### config.mk
export PLATFORM = sky130hd
export DESIGN_NAME = cache_meta
export DESIGN_NICKNAME = d
export VERILOG_FILES = /design/src/dcache_pkg.sv /design/src/cache_meta.sv
export SDC_FILE = /design/constraint.sdc
export NUM_CORES = 2
export LEC_CHECK = 0
export ABC_CLOCK_PERIOD_IN_PS = 3900
export BUFFER_PORTS_ARGS = -buffer_cell sky130_fd_sc_hd__buf_4
export CAP_MARGIN = 20
export CORE_MARGIN = 2
export CORE_UTILIZATION = 45
export DETAILED_ROUTE_END_ITERATION = 16
export HOLD_SLACK_MARGIN = 0.1
export PLACE_DENSITY = 0.59
export SETUP_SLACK_MARGIN = 0.3
export SLEW_MARGIN = 0
export SYNTH_ARGS = -nofsm -noshare
export SYNTH_HDL_FRONTEND = slang
export SYNTH_SLANG_ARGS = --single-unit
### constraint.sdc
create_clock -name clk_i -period 3.9 [get_ports clk_i]
set_input_delay 0.975 -clock clk_i [delete_from_list [all_inputs] [get_ports clk_i]]
set_output_delay 0.975 -clock clk_i [all_outputs]
set_load 0.05 [all_outputs]
### src/dcache_pkg.sv
package dcache_pkg;

    // word address split into set index and tag
    localparam int ADDR_W   = 17;
    localparam int INDEX_W  = 8;
    localparam int TAG_W    = ADDR_W - INDEX_W;

    // one 32-bit word per line, byte enables
    localparam int DATA_W   = 32;
    localparam int MASK_W   = DATA_W / 8;

    // geometry
    localparam int NUM_SETS = 1 << INDEX_W;
    localparam int NUM_WAYS = 2;

    // controller states
    typedef enum logic [2:0] {
        IDLE        = 3'd0,
        LOOKUP      = 3'd1,
        CACHE_WRITE = 3'd2,
        MEM_READ    = 3'd3,
        MEM_WRITE   = 3'd4,
        DONE        = 3'd5
    } ctrl_state_t;

endpackage

### src/cache_meta.sv
`timescale 1ns/1ps

module cache_meta (
    input  logic                            clk_i,
    input  logic                            rst_i,
    input  logic [dcache_pkg::INDEX_W-1:0]  index_i,
    input  logic                            upd_way_i,
    input  logic                            upd_valid_i,
    input  logic                            upd_dirty_i,
    input  logic                            dirty_val_i,
    input  logic                            lru_upd_i,
    input  logic                            lru_way_i,
    output logic [dcache_pkg::NUM_WAYS-1:0] valid_o,
    output logic [dcache_pkg::NUM_WAYS-1:0] dirty_o,
    output logic                            lru_o
);

    logic [dcache_pkg::NUM_SETS-1:0] valid_q [dcache_pkg::NUM_WAYS];
    logic [dcache_pkg::NUM_SETS-1:0] dirty_q [dcache_pkg::NUM_WAYS];

    // per set, the way to replace next
    logic [dcache_pkg::NUM_SETS-1:0] lru_q;

    always_ff @(posedge clk_i) begin
        if (rst_i) begin
            for (int w = 0; w < dcache_pkg::NUM_WAYS; w++) begin
                valid_q[w] <= '0;
                dirty_q[w] <= '0;
            end
            lru_q <= '0;
        end else begin
            // valid only ever gets set, lines are never invalidated
            if (upd_valid_i) begin
                valid_q[upd_way_i][index_i] <= 1'b1;
            end
            if (upd_dirty_i) begin
                dirty_q[upd_way_i][index_i] <= dirty_val_i;
            end
            if (lru_upd_i) begin
                lru_q[index_i] <= lru_way_i;
            end
        end
    end

    // addressed set, no clock in the path
    always_comb begin
        for (int w = 0; w < dcache_pkg::NUM_WAYS; w++) begin
            valid_o[w] = valid_q[w][index_i];
            dirty_o[w] = dirty_q[w][index_i];
        end
    end

    assign lru_o = lru_q[index_i];

endmodule

==> results.md <==
* Synth Area in Compound Gates at 0.1494
* Finished Core Util at 0.5232
* Sequential power share at 0.478
* Clk root buf: clkbuf_16
* Synth async-reset ratio at 0
* Count leader, synth: nor2_1
* Fmax at around 0.21 GHz
* Final WS setup at -0.9216 ns
* Diodes inserted at 0
* Syn avg cell area at roughly 11 µm²
* Worst Hold Class: flop to flop
* Global-route wire length before repair at approximately 260 mm
* Metal2 WL at 82.78 mm
* Antenna Nets Post-Route at 0
* Peak VDD IR at approximately 420 µV
* Setup TNS at -3.720 ns
* Post-Synthesis Cells at about 5,600
* RSZ-0062 raised after global routing: yes
* GRT Util Overall at 0.2538
* DRC errors left at 0
* Failing checks: negative setup slack
* Initial antenna violation count at 2
* CP arrival at between 3 and 4 ns
* Clk sink count at 1,280
* Nets at 5,473
* Setup WS pre-CTS at -1.508 ns
* CP max-delay cell: o41ai_4
* Combinational Power Share at 0.074
* Post-synth cell types at 26
* Grt ovf at 0
* Vias in the first global route at around 42,000
* Clock latency at the later pin of the worst-skew pair at about 0.76 ns
* Layout cell share with drive strength beyond 1 at 0.1709
* Initial Util at 0.4545
* Multiplexer share of the synthesized area at 0.1654
* Vias per cell at ~5.9
* Power share of the clock group at 0.449
* Num rows at 132
* Post-Synth Simple-Gate Area at 0.09232
* Sequential area share after synthesis at 0.5205
* Post-Synth Adder-Cell Area at 0
* Xor and xnor fraction of the mapped netlist area at 0
* Critical Path Max Stage Delay at 0.68 ns
* CP max FO at 7
* Hold_buf cts at 0
* PortBufs at 20
* Lkg Pwr at about 0.023 µW
* CP cell instances: buf_16 > buf_12 > buf_12 > mux4_2 > a22oi_2 > a21oi_4 > o41ai_4 > buf_4 > nand4_1 > buf_6
* Sw power at 7014 µW
* Crit path required time at around 2.9 ns
* Clock buffer depth at 3
* Syn Nets at roughly 5,600
* Pwr Density at 439.2 nW/µm²
* DR pass1 iterations at 6
* Die width at roughly 370 µm
* Period utilisation layout at 1.236
* Synth Cell Area at slightly below 60,000 µm²
* Ranking of synthesized cells by area: dfxtp_1 26%, edfxtp_1 26%, mux4_2 12%
* DRT met1 WL at around 76 mm
* Post-synthesis register bit count at between 1,000 and 1,500
* Post-synth EDFFs at around 500
* Inserted Clock Buffers at 141
* Die H at 366.3 µm
* Clock slew at reported path FFs at 0.06 ns
* CTS tree: done
* Net Sw Frac at 0.2348
* Full die area at 134,200 µm²
* Final min period at approximately 4.8 ns
* Crit Path Class: input port to primary output
* Critical path capture point type: primary output
* Via count at roughly 43,000
* H-tree Lvls at 4
* Normalized max-slew margin at 0.2618
* Slew @ Worst Pin at about 1.1 ns
* WL met3 at between 10 and 15 mm
* Total number of yosys warnings at 0
* Area of the multi-input gates at between 20,000 and 25,000 µm²
* Sequential Area at between 30,000 and 40,000 µm²
* Most common flop cell mapped by yosys: dfxtp_1
* Startpoint type of the worst setup path: input port
* CORE AREA at between 100,000 and 150,000 µm²
* Status: complete, but fails checks
* Critical path's most frequent cell: buf_12
* Hold Violations, Final at 0
* Yosys top cell by area: dfxtp_1
* Max Used Layer: met4
* Routability cong. at between 0.8 and 0.9
* Int Power at 22,850 µW
* Max Cap Viol at 0
* # IOs at 21
* Area delta synth->final at 15.13%
* Synth top area share at 0.2603
* Largest family of logic cells by synthesized area: multiplexers
* DRT Wirelength at roughly 170 mm
* Synth top cells by count: 792 x nor2_1, 768 x dfxtp_1
* Final setup fails at 5
* Max Slew Vio Count at 0
* Dpl hpwl at just over 100 mm
* Initial drt markers at 4,369
* Fillers at roughly 11,000
* Setup Skew at 0 ns
* Largest net degree at the start of global routing at approximately 220
* WL/cell at about 24 µm
[flip-flops by register name, summed over array words and instances (netlist names)]
name and flops:
dirty_q 512, valid_q 512, lru_q 256
[stage by stage]
step	hold WS, ns	cells	total power, µW	cell area, µm²
3_3_place_gp	0.4428	7032	16630	62580
2_1_floorplan	0.4366	5583	15840	59240
6_report	0.4554	7317	29870	68010
4_1_cts	0.4571	7310	30050	67840
3_5_place_dp	0.4477	7032	16660	62580
5_1_grt	0.4725	7317	30720	68010
[final timing paths]
kind	from	to	slack, ns	cells past startpoint
min	valid_q[1][87]$_DFF_P_	valid_q[1][87]$_DFF_P_	0.46	2
min reg2reg	valid_q[1][87]$_DFF_P_	valid_q[1][87]$_DFF_P_	0.46	2
max	index_i[0]	dirty_o[1]	-0.92	10
max reg2reg	lru_q[221]$_SDFFE_PP0P_	lru_q[221]$_SDFFE_PP0P_	3.23	2
[critical path: cells and delay by family]
| family | cells | cell delay [ns] |
|---|---|---|
| compound gates | 3 | 1.08 |
| buf+inv | 5 | 0.93 |
| mux | 1 | 0.52 |
| simple gates | 1 | 0.29 |
[final cells by class]
class	instances	area share
Multi-Input combinational cell	3206	0.3628
Tap cell	1742	0.03205
Sequential cell	1280	0.4521
Clock inverter	59	0.007304
Clock buffer	202	0.06067
Timing Repair Buffer	316	0.05677
Inverter	512	0.02826
[timing repair]
action / 4_1_cts / 5_1_grt
pin swaps: 22 / 13
setup endpoints to repair: 5 / 5
endpoints found under the hold margin: 0 / 0
cloned: 4 / 1
resized for setup: 79 / 17
buffers inserted: 13 / 6
[metal layers]
layer  track usage  up-vias
met2        0.4142     1312
met4       0.07787        0
met5             0        -
li1              -    19760
met3       0.03310      249
met1        0.3522    21990
[cell usage in the layout, fill, tap and decap left out, types with 29 or more instances in the layout]
| cell | netlist | final |
|---|---|---|
| clkbuf_16 | 0 | 149 |
| nand3_1 | 258 | 256 |
| o21bai_1 | 512 | 512 |
| mux2i_1 | 256 | 256 |
| clkinv_2 | 0 | 29 |
| nor2_1 | 792 | 770 |
| mux4_2 | 320 | 320 |
| a22oi_1 | 160 | 137 |
| buf_12 | 0 | 98 |
| dfxtp_1 | 768 | 768 |
| inv_1 | 512 | 512 |
| o22ai_1 | 512 | 512 |
| buf_4 | 6 | 193 |
| a21oi_1 | 80 | 61 |
| clkbuf_1 | 499 | 32 |
| nand2_1 | 264 | 260 |
| edfxtp_1 | 512 | 512 |
[power groups by stage]
stage | Combinational [µW] | Sequential (µW) | Clock, µW
final | 2200 | 14300 | 13400
after global routing | 2310 | 14300 | 14100
after CTS | 2170 | 14300 | 13600
after detailed placement | 2100 | 14600 | 0
after global placement | 2080 | 14600 | 0
after floorplan | 1340 | 14500 | 0
[cells by family after synthesis]
logic type             after synthesis
buffers and inverters             1097
DFF                               1280
muxes                              576
and+or+nand+nor                   1346
AOI/OAI and AO/OA                 1284
Power figures use the tool's default switching activity.
