==> src/dcache_pkg.sv <==
package dcache_pkg;

    // word address split into set index and tag
    localparam int ADDR_W   = 17;
    localparam int INDEX_W  = 8;
    localparam int TAG_W    = ADDR_W - INDEX_W;

    // one 32-bit word per line, byte enables
    localparam int DATA_W   = 32;
    localparam int MASK_W   = DATA_W / 8;

    // geometry
    localparam int NUM_SETS = 1 << INDEX_W;
    localparam int NUM_WAYS = 2;

    // controller states
    typedef enum logic [2:0] {
        IDLE        = 3'd0,
        LOOKUP      = 3'd1,
        CACHE_WRITE = 3'd2,
        MEM_READ    = 3'd3,
        MEM_WRITE   = 3'd4,
        DONE        = 3'd5
    } ctrl_state_t;

endpackage

==> src/dcache_if.sv <==
`timescale 1ns/1ps

// write port of one way array
interface sram_wr_if;

    logic                           wr_en;
    logic [dcache_pkg::INDEX_W-1:0] wr_index;
    logic [dcache_pkg::TAG_W-1:0]   wr_tag;
    logic [dcache_pkg::DATA_W-1:0]  wr_data;
    logic [dcache_pkg::MASK_W-1:0]  wr_mask;

    modport ctrl (
        output wr_en,
        output wr_index,
        output wr_tag,
        output wr_data,
        output wr_mask
    );

    modport array (
        input  wr_en,
        input  wr_index,
        input  wr_tag,
        input  wr_data,
        input  wr_mask
    );

endinterface

==> src/dcache_ctrl.sv <==
`timescale 1ns/1ps

module dcache_ctrl (
    input  logic                            clk_i,
    input  logic                            rst_i,
    // core side
    input  logic                            core_sel_i,
    input  logic [dcache_pkg::ADDR_W-1:0]   core_addr_i,
    input  logic [dcache_pkg::DATA_W-1:0]   core_wdata_i,
    input  logic [dcache_pkg::MASK_W-1:0]   core_mask_i,
    output logic [dcache_pkg::DATA_W-1:0]   core_rdata_o,
    output logic                            core_stall_o,
    // memory side
    output logic [dcache_pkg::ADDR_W-1:0]   mem_addr_o,
    output logic                            mem_valid_o,
    output logic [dcache_pkg::DATA_W-1:0]   mem_wdata_o,
    output logic [dcache_pkg::MASK_W-1:0]   mem_wstrb_o,
    input  logic [dcache_pkg::DATA_W-1:0]   mem_rdata_i,
    input  logic                            mem_ready_i,
    // way arrays
    sram_wr_if.ctrl                         way0_wr,
    sram_wr_if.ctrl                         way1_wr,
    output logic                            rd_en_o,
    output logic [dcache_pkg::INDEX_W-1:0]  rd_index_o,
    input  logic [dcache_pkg::TAG_W-1:0]    rd_tag0_i,
    input  logic [dcache_pkg::DATA_W-1:0]   rd_data0_i,
    input  logic [dcache_pkg::TAG_W-1:0]    rd_tag1_i,
    input  logic [dcache_pkg::DATA_W-1:0]   rd_data1_i,
    // metadata
    output logic [dcache_pkg::INDEX_W-1:0]  meta_index_o,
    output logic                            meta_upd_way_o,
    output logic                            meta_upd_valid_o,
    output logic                            meta_upd_dirty_o,
    output logic                            meta_dirty_val_o,
    output logic                            meta_lru_upd_o,
    output logic                            meta_lru_way_o,
    input  logic [dcache_pkg::NUM_WAYS-1:0] meta_valid_i,
    input  logic [dcache_pkg::NUM_WAYS-1:0] meta_dirty_i,
    input  logic                            meta_lru_i
);

    logic [dcache_pkg::INDEX_W-1:0] req_index;
    logic [dcache_pkg::TAG_W-1:0]   req_tag;
    logic                           req_write;
    logic                           req_full;

    dcache_pkg::ctrl_state_t state_q, state_d;

    // read issued last cycle / compare result registered
    logic rd_pend_q;
    logic cmp_vld_q;
    logic hit0_q;
    logic hit1_q;

    logic                          tgt_way_q, tgt_way_d;
    logic [dcache_pkg::DATA_W-1:0] wdata_q, wdata_d;
    logic [dcache_pkg::MASK_W-1:0] wmask_q, wmask_d;
    logic [dcache_pkg::DATA_W-1:0] rdata_q, rdata_d;
    logic [dcache_pkg::ADDR_W-1:0] mem_addr_q, mem_addr_d;
    logic [dcache_pkg::DATA_W-1:0] mem_wdata_q, mem_wdata_d;
    logic [dcache_pkg::MASK_W-1:0] mem_wstrb_q, mem_wstrb_d;

    logic                          victim_way;
    logic                          victim_dirty;
    logic [dcache_pkg::TAG_W-1:0]  victim_tag;
    logic [dcache_pkg::DATA_W-1:0] victim_data;
    logic [dcache_pkg::DATA_W-1:0] merged;

    // the core holds its request, so it is used directly
    assign req_index = core_addr_i[dcache_pkg::INDEX_W-1:0];
    assign req_tag   = core_addr_i[dcache_pkg::ADDR_W-1:dcache_pkg::INDEX_W];
    assign req_write = |core_mask_i;
    assign req_full  = &core_mask_i;

    assign victim_way   = meta_lru_i;
    assign victim_dirty = meta_valid_i[victim_way] && meta_dirty_i[victim_way];
    assign victim_tag   = victim_way ? rd_tag1_i : rd_tag0_i;
    assign victim_data  = victim_way ? rd_data1_i : rd_data0_i;

    // masked bytes from the core, rest from memory; a read keeps the memory word
    always_comb begin
        for (int b = 0; b < dcache_pkg::MASK_W; b++) begin
            merged[8*b +: 8] = core_mask_i[b] ? core_wdata_i[8*b +: 8] : mem_rdata_i[8*b +: 8];
        end
    end

    always_comb begin
        state_d        = state_q;
        tgt_way_d      = tgt_way_q;
        wdata_d        = wdata_q;
        wmask_d        = wmask_q;
        rdata_d        = rdata_q;
        mem_addr_d     = mem_addr_q;
        mem_wdata_d    = mem_wdata_q;
        mem_wstrb_d    = mem_wstrb_q;
        meta_lru_upd_o = 1'b0;
        meta_lru_way_o = 1'b0;

        case (state_q)
            dcache_pkg::IDLE: begin
                if (core_sel_i) begin
                    state_d = dcache_pkg::LOOKUP;
                end
            end

            dcache_pkg::LOOKUP: begin
                if (cmp_vld_q) begin
                    if (hit0_q || hit1_q) begin
                        tgt_way_d = hit1_q;
                        if (req_write) begin
                            wdata_d = core_wdata_i;
                            wmask_d = core_mask_i;
                            state_d = dcache_pkg::CACHE_WRITE;
                        end else begin
                            rdata_d        = hit1_q ? rd_data1_i : rd_data0_i;
                            meta_lru_upd_o = 1'b1;
                            meta_lru_way_o = ~hit1_q;
                            state_d        = dcache_pkg::DONE;
                        end
                    end else begin
                        tgt_way_d = victim_way;
                        if (victim_dirty) begin
                            mem_addr_d  = {victim_tag, req_index};
                            mem_wdata_d = victim_data;
                            mem_wstrb_d = '1;
                            state_d     = dcache_pkg::MEM_WRITE;
                        end else if (req_full) begin
                            // whole word replaced, nothing to fetch
                            wdata_d = core_wdata_i;
                            wmask_d = core_mask_i;
                            state_d = dcache_pkg::CACHE_WRITE;
                        end else begin
                            mem_addr_d  = core_addr_i;
                            mem_wdata_d = '0;
                            mem_wstrb_d = '0;
                            state_d     = dcache_pkg::MEM_READ;
                        end
                    end
                end
            end

            dcache_pkg::MEM_WRITE: begin
                if (mem_ready_i) begin
                    if (req_full) begin
                        wdata_d = core_wdata_i;
                        wmask_d = core_mask_i;
                        state_d = dcache_pkg::CACHE_WRITE;
                    end else begin
                        mem_addr_d  = core_addr_i;
                        mem_wdata_d = '0;
                        mem_wstrb_d = '0;
                        state_d     = dcache_pkg::MEM_READ;
                    end
                end
            end

            dcache_pkg::MEM_READ: begin
                if (mem_ready_i) begin
                    wdata_d = merged;
                    wmask_d = '1;
                    state_d = dcache_pkg::CACHE_WRITE;
                end
            end

            dcache_pkg::CACHE_WRITE: begin
                meta_lru_upd_o = 1'b1;
                meta_lru_way_o = ~tgt_way_q;
                // a filled read goes back for a fresh lookup
                state_d = req_write ? dcache_pkg::DONE : dcache_pkg::LOOKUP;
            end

            dcache_pkg::DONE: begin
                state_d = dcache_pkg::IDLE;
            end

            default: begin
                state_d = dcache_pkg::IDLE;
            end
        endcase
    end

    always_ff @(posedge clk_i) begin
        if (rst_i) begin
            state_q   <= dcache_pkg::IDLE;
            rd_pend_q <= 1'b0;
            cmp_vld_q <= 1'b0;
        end else begin
            state_q   <= state_d;
            rd_pend_q <= rd_en_o;
            cmp_vld_q <= (state_q == dcache_pkg::LOOKUP) && rd_pend_q;
        end
    end

    always_ff @(posedge clk_i) begin
        tgt_way_q   <= tgt_way_d;
        wdata_q     <= wdata_d;
        wmask_q     <= wmask_d;
        rdata_q     <= rdata_d;
        mem_addr_q  <= mem_addr_d;
        mem_wdata_q <= mem_wdata_d;
        mem_wstrb_q <= mem_wstrb_d;
        // tag compare registered one cycle after the array read
        if (rd_pend_q) begin
            hit0_q <= meta_valid_i[0] && (rd_tag0_i == req_tag);
            hit1_q <= meta_valid_i[1] && (rd_tag1_i == req_tag);
        end
    end

    // read from idle, or again after a fill
    assign rd_en_o = ((state_q == dcache_pkg::IDLE) && core_sel_i) ||
                     ((state_q == dcache_pkg::LOOKUP) && !rd_pend_q && !cmp_vld_q);
    assign rd_index_o = req_index;

    assign way0_wr.wr_en    = (state_q == dcache_pkg::CACHE_WRITE) && !tgt_way_q;
    assign way0_wr.wr_index = req_index;
    assign way0_wr.wr_tag   = req_tag;
    assign way0_wr.wr_data  = wdata_q;
    assign way0_wr.wr_mask  = wmask_q;

    assign way1_wr.wr_en    = (state_q == dcache_pkg::CACHE_WRITE) && tgt_way_q;
    assign way1_wr.wr_index = req_index;
    assign way1_wr.wr_tag   = req_tag;
    assign way1_wr.wr_data  = wdata_q;
    assign way1_wr.wr_mask  = wmask_q;

    assign meta_index_o     = req_index;
    assign meta_upd_way_o   = tgt_way_q;
    assign meta_upd_valid_o = (state_q == dcache_pkg::CACHE_WRITE);
    assign meta_upd_dirty_o = (state_q == dcache_pkg::CACHE_WRITE);
    assign meta_dirty_val_o = req_write;

    assign mem_valid_o = (state_q == dcache_pkg::MEM_READ) || (state_q == dcache_pkg::MEM_WRITE);
    assign mem_addr_o  = mem_addr_q;
    assign mem_wdata_o = mem_wdata_q;
    assign mem_wstrb_o = mem_wstrb_q;

    // stall released only in the done cycle
    assign core_stall_o = core_sel_i && (state_q != dcache_pkg::DONE);
    assign core_rdata_o = rdata_q;

endmodule

==> src/flat_wrapper.sv <==
// flat-port wrapper written by rule: the top's interface ports become plain ports
module dcache_ctrl_flat 
  (clk_i, rst_i, core_sel_i, core_addr_i, core_wdata_i, core_mask_i, core_rdata_o, core_stall_o, mem_addr_o, mem_valid_o, mem_wdata_o, mem_wstrb_o, mem_rdata_i, mem_ready_i, rd_en_o, rd_index_o, rd_tag0_i, rd_data0_i, rd_tag1_i, rd_data1_i, meta_index_o, meta_upd_way_o, meta_upd_valid_o, meta_upd_dirty_o, meta_dirty_val_o, meta_lru_upd_o, meta_lru_way_o, meta_valid_i, meta_dirty_i, meta_lru_i, way0_wr_wr_en, way0_wr_wr_index, way0_wr_wr_tag, way0_wr_wr_data, way0_wr_wr_mask, way1_wr_wr_en, way1_wr_wr_index, way1_wr_wr_tag, way1_wr_wr_data, way1_wr_wr_mask);
  sram_wr_if way0_wr_i ();
  sram_wr_if way1_wr_i ();
  input  logic clk_i;
  input  logic rst_i;
  input  logic core_sel_i;
  input  logic [dcache_pkg::ADDR_W-1:0] core_addr_i;
  input  logic [dcache_pkg::DATA_W-1:0] core_wdata_i;
  input  logic [dcache_pkg::MASK_W-1:0] core_mask_i;
  output logic [dcache_pkg::DATA_W-1:0] core_rdata_o;
  output logic core_stall_o;
  output logic [dcache_pkg::ADDR_W-1:0] mem_addr_o;
  output logic mem_valid_o;
  output logic [dcache_pkg::DATA_W-1:0] mem_wdata_o;
  output logic [dcache_pkg::MASK_W-1:0] mem_wstrb_o;
  input  logic [dcache_pkg::DATA_W-1:0] mem_rdata_i;
  input  logic mem_ready_i;
  output logic rd_en_o;
  output logic [dcache_pkg::INDEX_W-1:0] rd_index_o;
  input  logic [dcache_pkg::TAG_W-1:0] rd_tag0_i;
  input  logic [dcache_pkg::DATA_W-1:0] rd_data0_i;
  input  logic [dcache_pkg::TAG_W-1:0] rd_tag1_i;
  input  logic [dcache_pkg::DATA_W-1:0] rd_data1_i;
  output logic [dcache_pkg::INDEX_W-1:0] meta_index_o;
  output logic meta_upd_way_o;
  output logic meta_upd_valid_o;
  output logic meta_upd_dirty_o;
  output logic meta_dirty_val_o;
  output logic meta_lru_upd_o;
  output logic meta_lru_way_o;
  input  logic [dcache_pkg::NUM_WAYS-1:0] meta_valid_i;
  input  logic [dcache_pkg::NUM_WAYS-1:0] meta_dirty_i;
  input  logic meta_lru_i;
  output wire logic [$bits(way0_wr_i.wr_en)-1:0] way0_wr_wr_en;
  output wire logic [$bits(way0_wr_i.wr_index)-1:0] way0_wr_wr_index;
  output wire logic [$bits(way0_wr_i.wr_tag)-1:0] way0_wr_wr_tag;
  output wire logic [$bits(way0_wr_i.wr_data)-1:0] way0_wr_wr_data;
  output wire logic [$bits(way0_wr_i.wr_mask)-1:0] way0_wr_wr_mask;
  output wire logic [$bits(way1_wr_i.wr_en)-1:0] way1_wr_wr_en;
  output wire logic [$bits(way1_wr_i.wr_index)-1:0] way1_wr_wr_index;
  output wire logic [$bits(way1_wr_i.wr_tag)-1:0] way1_wr_wr_tag;
  output wire logic [$bits(way1_wr_i.wr_data)-1:0] way1_wr_wr_data;
  output wire logic [$bits(way1_wr_i.wr_mask)-1:0] way1_wr_wr_mask;
  assign way0_wr_wr_en = way0_wr_i.wr_en;
  assign way0_wr_wr_index = way0_wr_i.wr_index;
  assign way0_wr_wr_tag = way0_wr_i.wr_tag;
  assign way0_wr_wr_data = way0_wr_i.wr_data;
  assign way0_wr_wr_mask = way0_wr_i.wr_mask;
  assign way1_wr_wr_en = way1_wr_i.wr_en;
  assign way1_wr_wr_index = way1_wr_i.wr_index;
  assign way1_wr_wr_tag = way1_wr_i.wr_tag;
  assign way1_wr_wr_data = way1_wr_i.wr_data;
  assign way1_wr_wr_mask = way1_wr_i.wr_mask;
  dcache_ctrl u_core (.clk_i(clk_i), .rst_i(rst_i), .core_sel_i(core_sel_i), .core_addr_i(core_addr_i), .core_wdata_i(core_wdata_i), .core_mask_i(core_mask_i), .core_rdata_o(core_rdata_o), .core_stall_o(core_stall_o), .mem_addr_o(mem_addr_o), .mem_valid_o(mem_valid_o), .mem_wdata_o(mem_wdata_o), .mem_wstrb_o(mem_wstrb_o), .mem_rdata_i(mem_rdata_i), .mem_ready_i(mem_ready_i), .way0_wr(way0_wr_i), .way1_wr(way1_wr_i), .rd_en_o(rd_en_o), .rd_index_o(rd_index_o), .rd_tag0_i(rd_tag0_i), .rd_data0_i(rd_data0_i), .rd_tag1_i(rd_tag1_i), .rd_data1_i(rd_data1_i), .meta_index_o(meta_index_o), .meta_upd_way_o(meta_upd_way_o), .meta_upd_valid_o(meta_upd_valid_o), .meta_upd_dirty_o(meta_upd_dirty_o), .meta_dirty_val_o(meta_dirty_val_o), .meta_lru_upd_o(meta_lru_upd_o), .meta_lru_way_o(meta_lru_way_o), .meta_valid_i(meta_valid_i), .meta_dirty_i(meta_dirty_i), .meta_lru_i(meta_lru_i));
endmodule
==> config.mk <==
export PLATFORM = sky130hd
export DESIGN_NAME = dcache_ctrl_flat
export DESIGN_NICKNAME = d
export VERILOG_FILES = /design/src/dcache_pkg.sv /design/src/dcache_if.sv /design/src/dcache_ctrl.sv /design/src/flat_wrapper.sv
export SDC_FILE = /design/constraint.sdc
export NUM_CORES = 1
export LEC_CHECK = 0
export BUFFER_PORTS_ARGS = -buffer_cell sky130_fd_sc_hd__buf_2
export CORE_AREA = 2 2 153 155
export DETAILED_ROUTE_END_ITERATION = 7
export DIE_AREA = 0 0 155 157
export HOLD_SLACK_MARGIN = 0.05
export SLEW_MARGIN = 25
export SYNTH_ARGS = -nofsm -noshare
export SYNTH_HDL_FRONTEND = slang
export SYNTH_SLANG_ARGS = --single-unit
==> constraint.sdc <==
create_clock -name clk_i -period 4.9 [get_ports clk_i]
set_input_delay 0.735 -clock clk_i [delete_from_list [all_inputs] [get_ports clk_i]]
set_output_delay 0.735 -clock clk_i [all_outputs]
set_load 0.02 [all_outputs]
==> impl_results.md <==
* Final Max Tran Viols at 0
* Netlist Area Pre-Place at 7350 µm²
* Hold violation total from the final report at 0
* Grt total ovfl at 0
* Most common cell in the netlist: edfxtp_1
* Syn avg cell area at 12.7 µm²
* Num rows at 55
* Reg power frac at a little over two fifths
* Status: finished clean
* Max_slew headroom at 42.8%
* PortBufs at a little under 400
* Post-Route Setup TNS at 0 ns
* CP max stage cell: nor4_1
* Detailed Place HPWL at 17900 µm
* Most used DFF post-synth: edfxtp_1
* First-pass GRT wire length at 35200 µm
* DRC Markers at 0
* Crit share post-route at 65.3%
* Setup CP Type: in -> out
* Switching power total at 825 µW
* Largest net degree at the start of global routing at 55
* Crit path max fanout at 4
* Worst Path Buf+Inv at 2
* Logic pwr share at a little over an eighth
* Net Count, Synth at 756
* Clock Power Share at 44.8%
* Max Freq at about 0.31 GHz
* Crit path cell chain: buf_2 -> nor4_1 -> nand4b_1 -> o32a_1 -> nor2_1 -> buf_2
* Setup violators final at 0
* Worst Tran Pin Value at 0.856 ns
* Initial antenna violation count at 1
* Root Driver: clkbuf_16
* Htree depth at 4
* Share of the synthesized area in the top cell type at just over 50%
* Clk_lat worst skew at 0.42 ns
* DR pass1 iterations at 5
* Core box area at 22500 µm²
* Fin util at 42.8%
* Die X at 155 µm
* Total number of vias at 5986
* Area leader, netlist: edfxtp_1
* Seq cells post-synth at 129
* Hold_buf cts at 0
* Sw frac at 27.8%
* Leakage at 4.09 nW
* Iter 0 DRT Violations at ~400
* CTS tree: built
* DP Cell Count at 1154
* Cell count after synthesis at 580
* Internal at 2.14 mW
* Dominant cells by area after synthesis: edfxtp_1, buf_4, mux2_2, a221o_1, mux2i_1
* Fin cells at 1186
* Post-synthesis cell type count at 50
* Routed WL at 23900 µm
* Fin Hold WS at 0.534 ns
* CTS resizes at 0
* Final #Nets at roughly 1100
* Post-CTS Setup Repair Bufs at 0
* Max_cap viols at 0
* DIE HEIGHT at 157 µm
* Initial Util at 32.7%
* Critical path's most frequent cell: buf_2
* Clk sinks at 129
* Hold WC Path Type: reg -> reg
* RSZ-0062 raised after global routing: no
* Power per cell area at 308 nW/µm²
* Clk slew on worst S/H paths at 0.07 ns
* FFs w/ async S/R, synth at 0%
* Req. time, crit path at roughly 4.2 ns
* Yosys synthesis warning count at 0
* Post-synth EDFFs at between 100 and 150
* Share of cells above drive strength 1 at 55.7%
* GRT Overall Usage at 19.1%
* Max Root-Sink Buffers at 2
* Endpoint class of the critical path: output pin
* Commonest cells in the netlist: edfxtp_1, buf_4, mux2_2
* Crit-path max cell delay at 0.60 ns
* CP startpoint kind: input port
* Sequential area share after synthesis at 52.0%
* Routability congestion estimate from global placement at 0.789
* Total CTS buffers at 17
* Worst VDD drop at about 0.19 mV
* Vias in the first global route at 5944
* WP data arrival at 2.47 ns
* I/O pins at 394
* DIE AREA at 24300 µm²
* Number of vias per cell at 5.05
* ANT cells at 0
* Post-route clock skew at 0.00952 ns
* Area delta synth->final at 30.9%
* Drt wl/cell at 20.2 µm
* Post-route ant nets at 0
* Top Family by Delay on Critical Path: simple AND/OR/NAND/NOR gates
* Final min period at approximately 3.2 ns
## power groups by stage
stage	logic (mW)	clock network [mW]	registers, mW
6_report	0.391	1.33	1.25
3_5_place_dp	0.393	0	1.27
3_3_place_gp	0.385	0	1.27
2_1_floorplan	0.252	0	1.28
5_1_grt	0.425	1.41	1.25
4_1_cts	0.394	1.36	1.25
## placed cells by master, fill, tap and decap left out, drive strengths merged, types with 8 or more instances in the layout
cell,instances
nor2b,10
a21oi,8
mux2,41
o2bb2ai,32
and2,35
nor2,18
a221o,32
clkbuf,17
inv,17
edfxtp,124
buf,404
a211oi,10
mux2i,32
nor3,13
nand2,30
a31oi,12
xnor2,19
## metal layers
metal	share of wire [%]	track usage [%]	up-vias
li1	-	-	2760
met1	40	23.0	2891
met2	49	32.5	308
met3	9.1	6.17	25
met4	1.7	6.17	2
met5	0.042	0	-
## worst paths after layout
kind                          start                   end  slack, ns  depth (start not counted)
setup / recovery     core_mask_i[1]        meta_lru_way_o       1.70                          6
setup reg to reg  u_core.state_q[2]  u_core.mem_addr_o[2]       2.35                          4
hold reg to reg    u_core.rd_pend_q         u_core.hit1_q       0.53                          0
hold / removal     u_core.rd_pend_q         u_core.hit1_q       0.53                          0
## metrics by stage
stage | total power, mW | area (µm²) | setup slack [ns]
3_3_place_gp | 1.66 | 8950 | 1.77
6_report | 2.97 | 9620 | 1.70
3_5_place_dp | 1.66 | 9010 | 1.67
4_1_cts | 3.00 | 9620 | 1.65
5_1_grt | 3.08 | 9620 | 1.54
2_1_floorplan | 1.53 | 7350 | 0.929
## cell families after synthesis
kind of cell	after synthesis	share of synthesized area [%]
mux	73	10.6
xor+xnor	19	2.26
flops	129	52.0
compound gates	110	14.4
buf+inv	122	11.4
simple gates	127	9.25
## flip-flops by register name (all words and copies together), names as in the netlist, 3 cells and up
signal,cells
u_core.mem_wstrb_o,4
u_core.state_q,3
u_core.mem_wdata_o,32
u_core.core_rdata_o,32
u_core.way0_wr.wr_data,32
u_core.mem_addr_o,17
u_core.way0_wr.wr_mask,4
## cell type report
class,count,area (µm²)
clock buffers,17,425
clock inverters,15,188
fillers,2152,12900
inverters,7,26.3
multi-input cells,329,2710
flip-flops and latches,129,3820
well taps,285,357
repair buffers,404,2090
(Power assumes the default switching activity.)
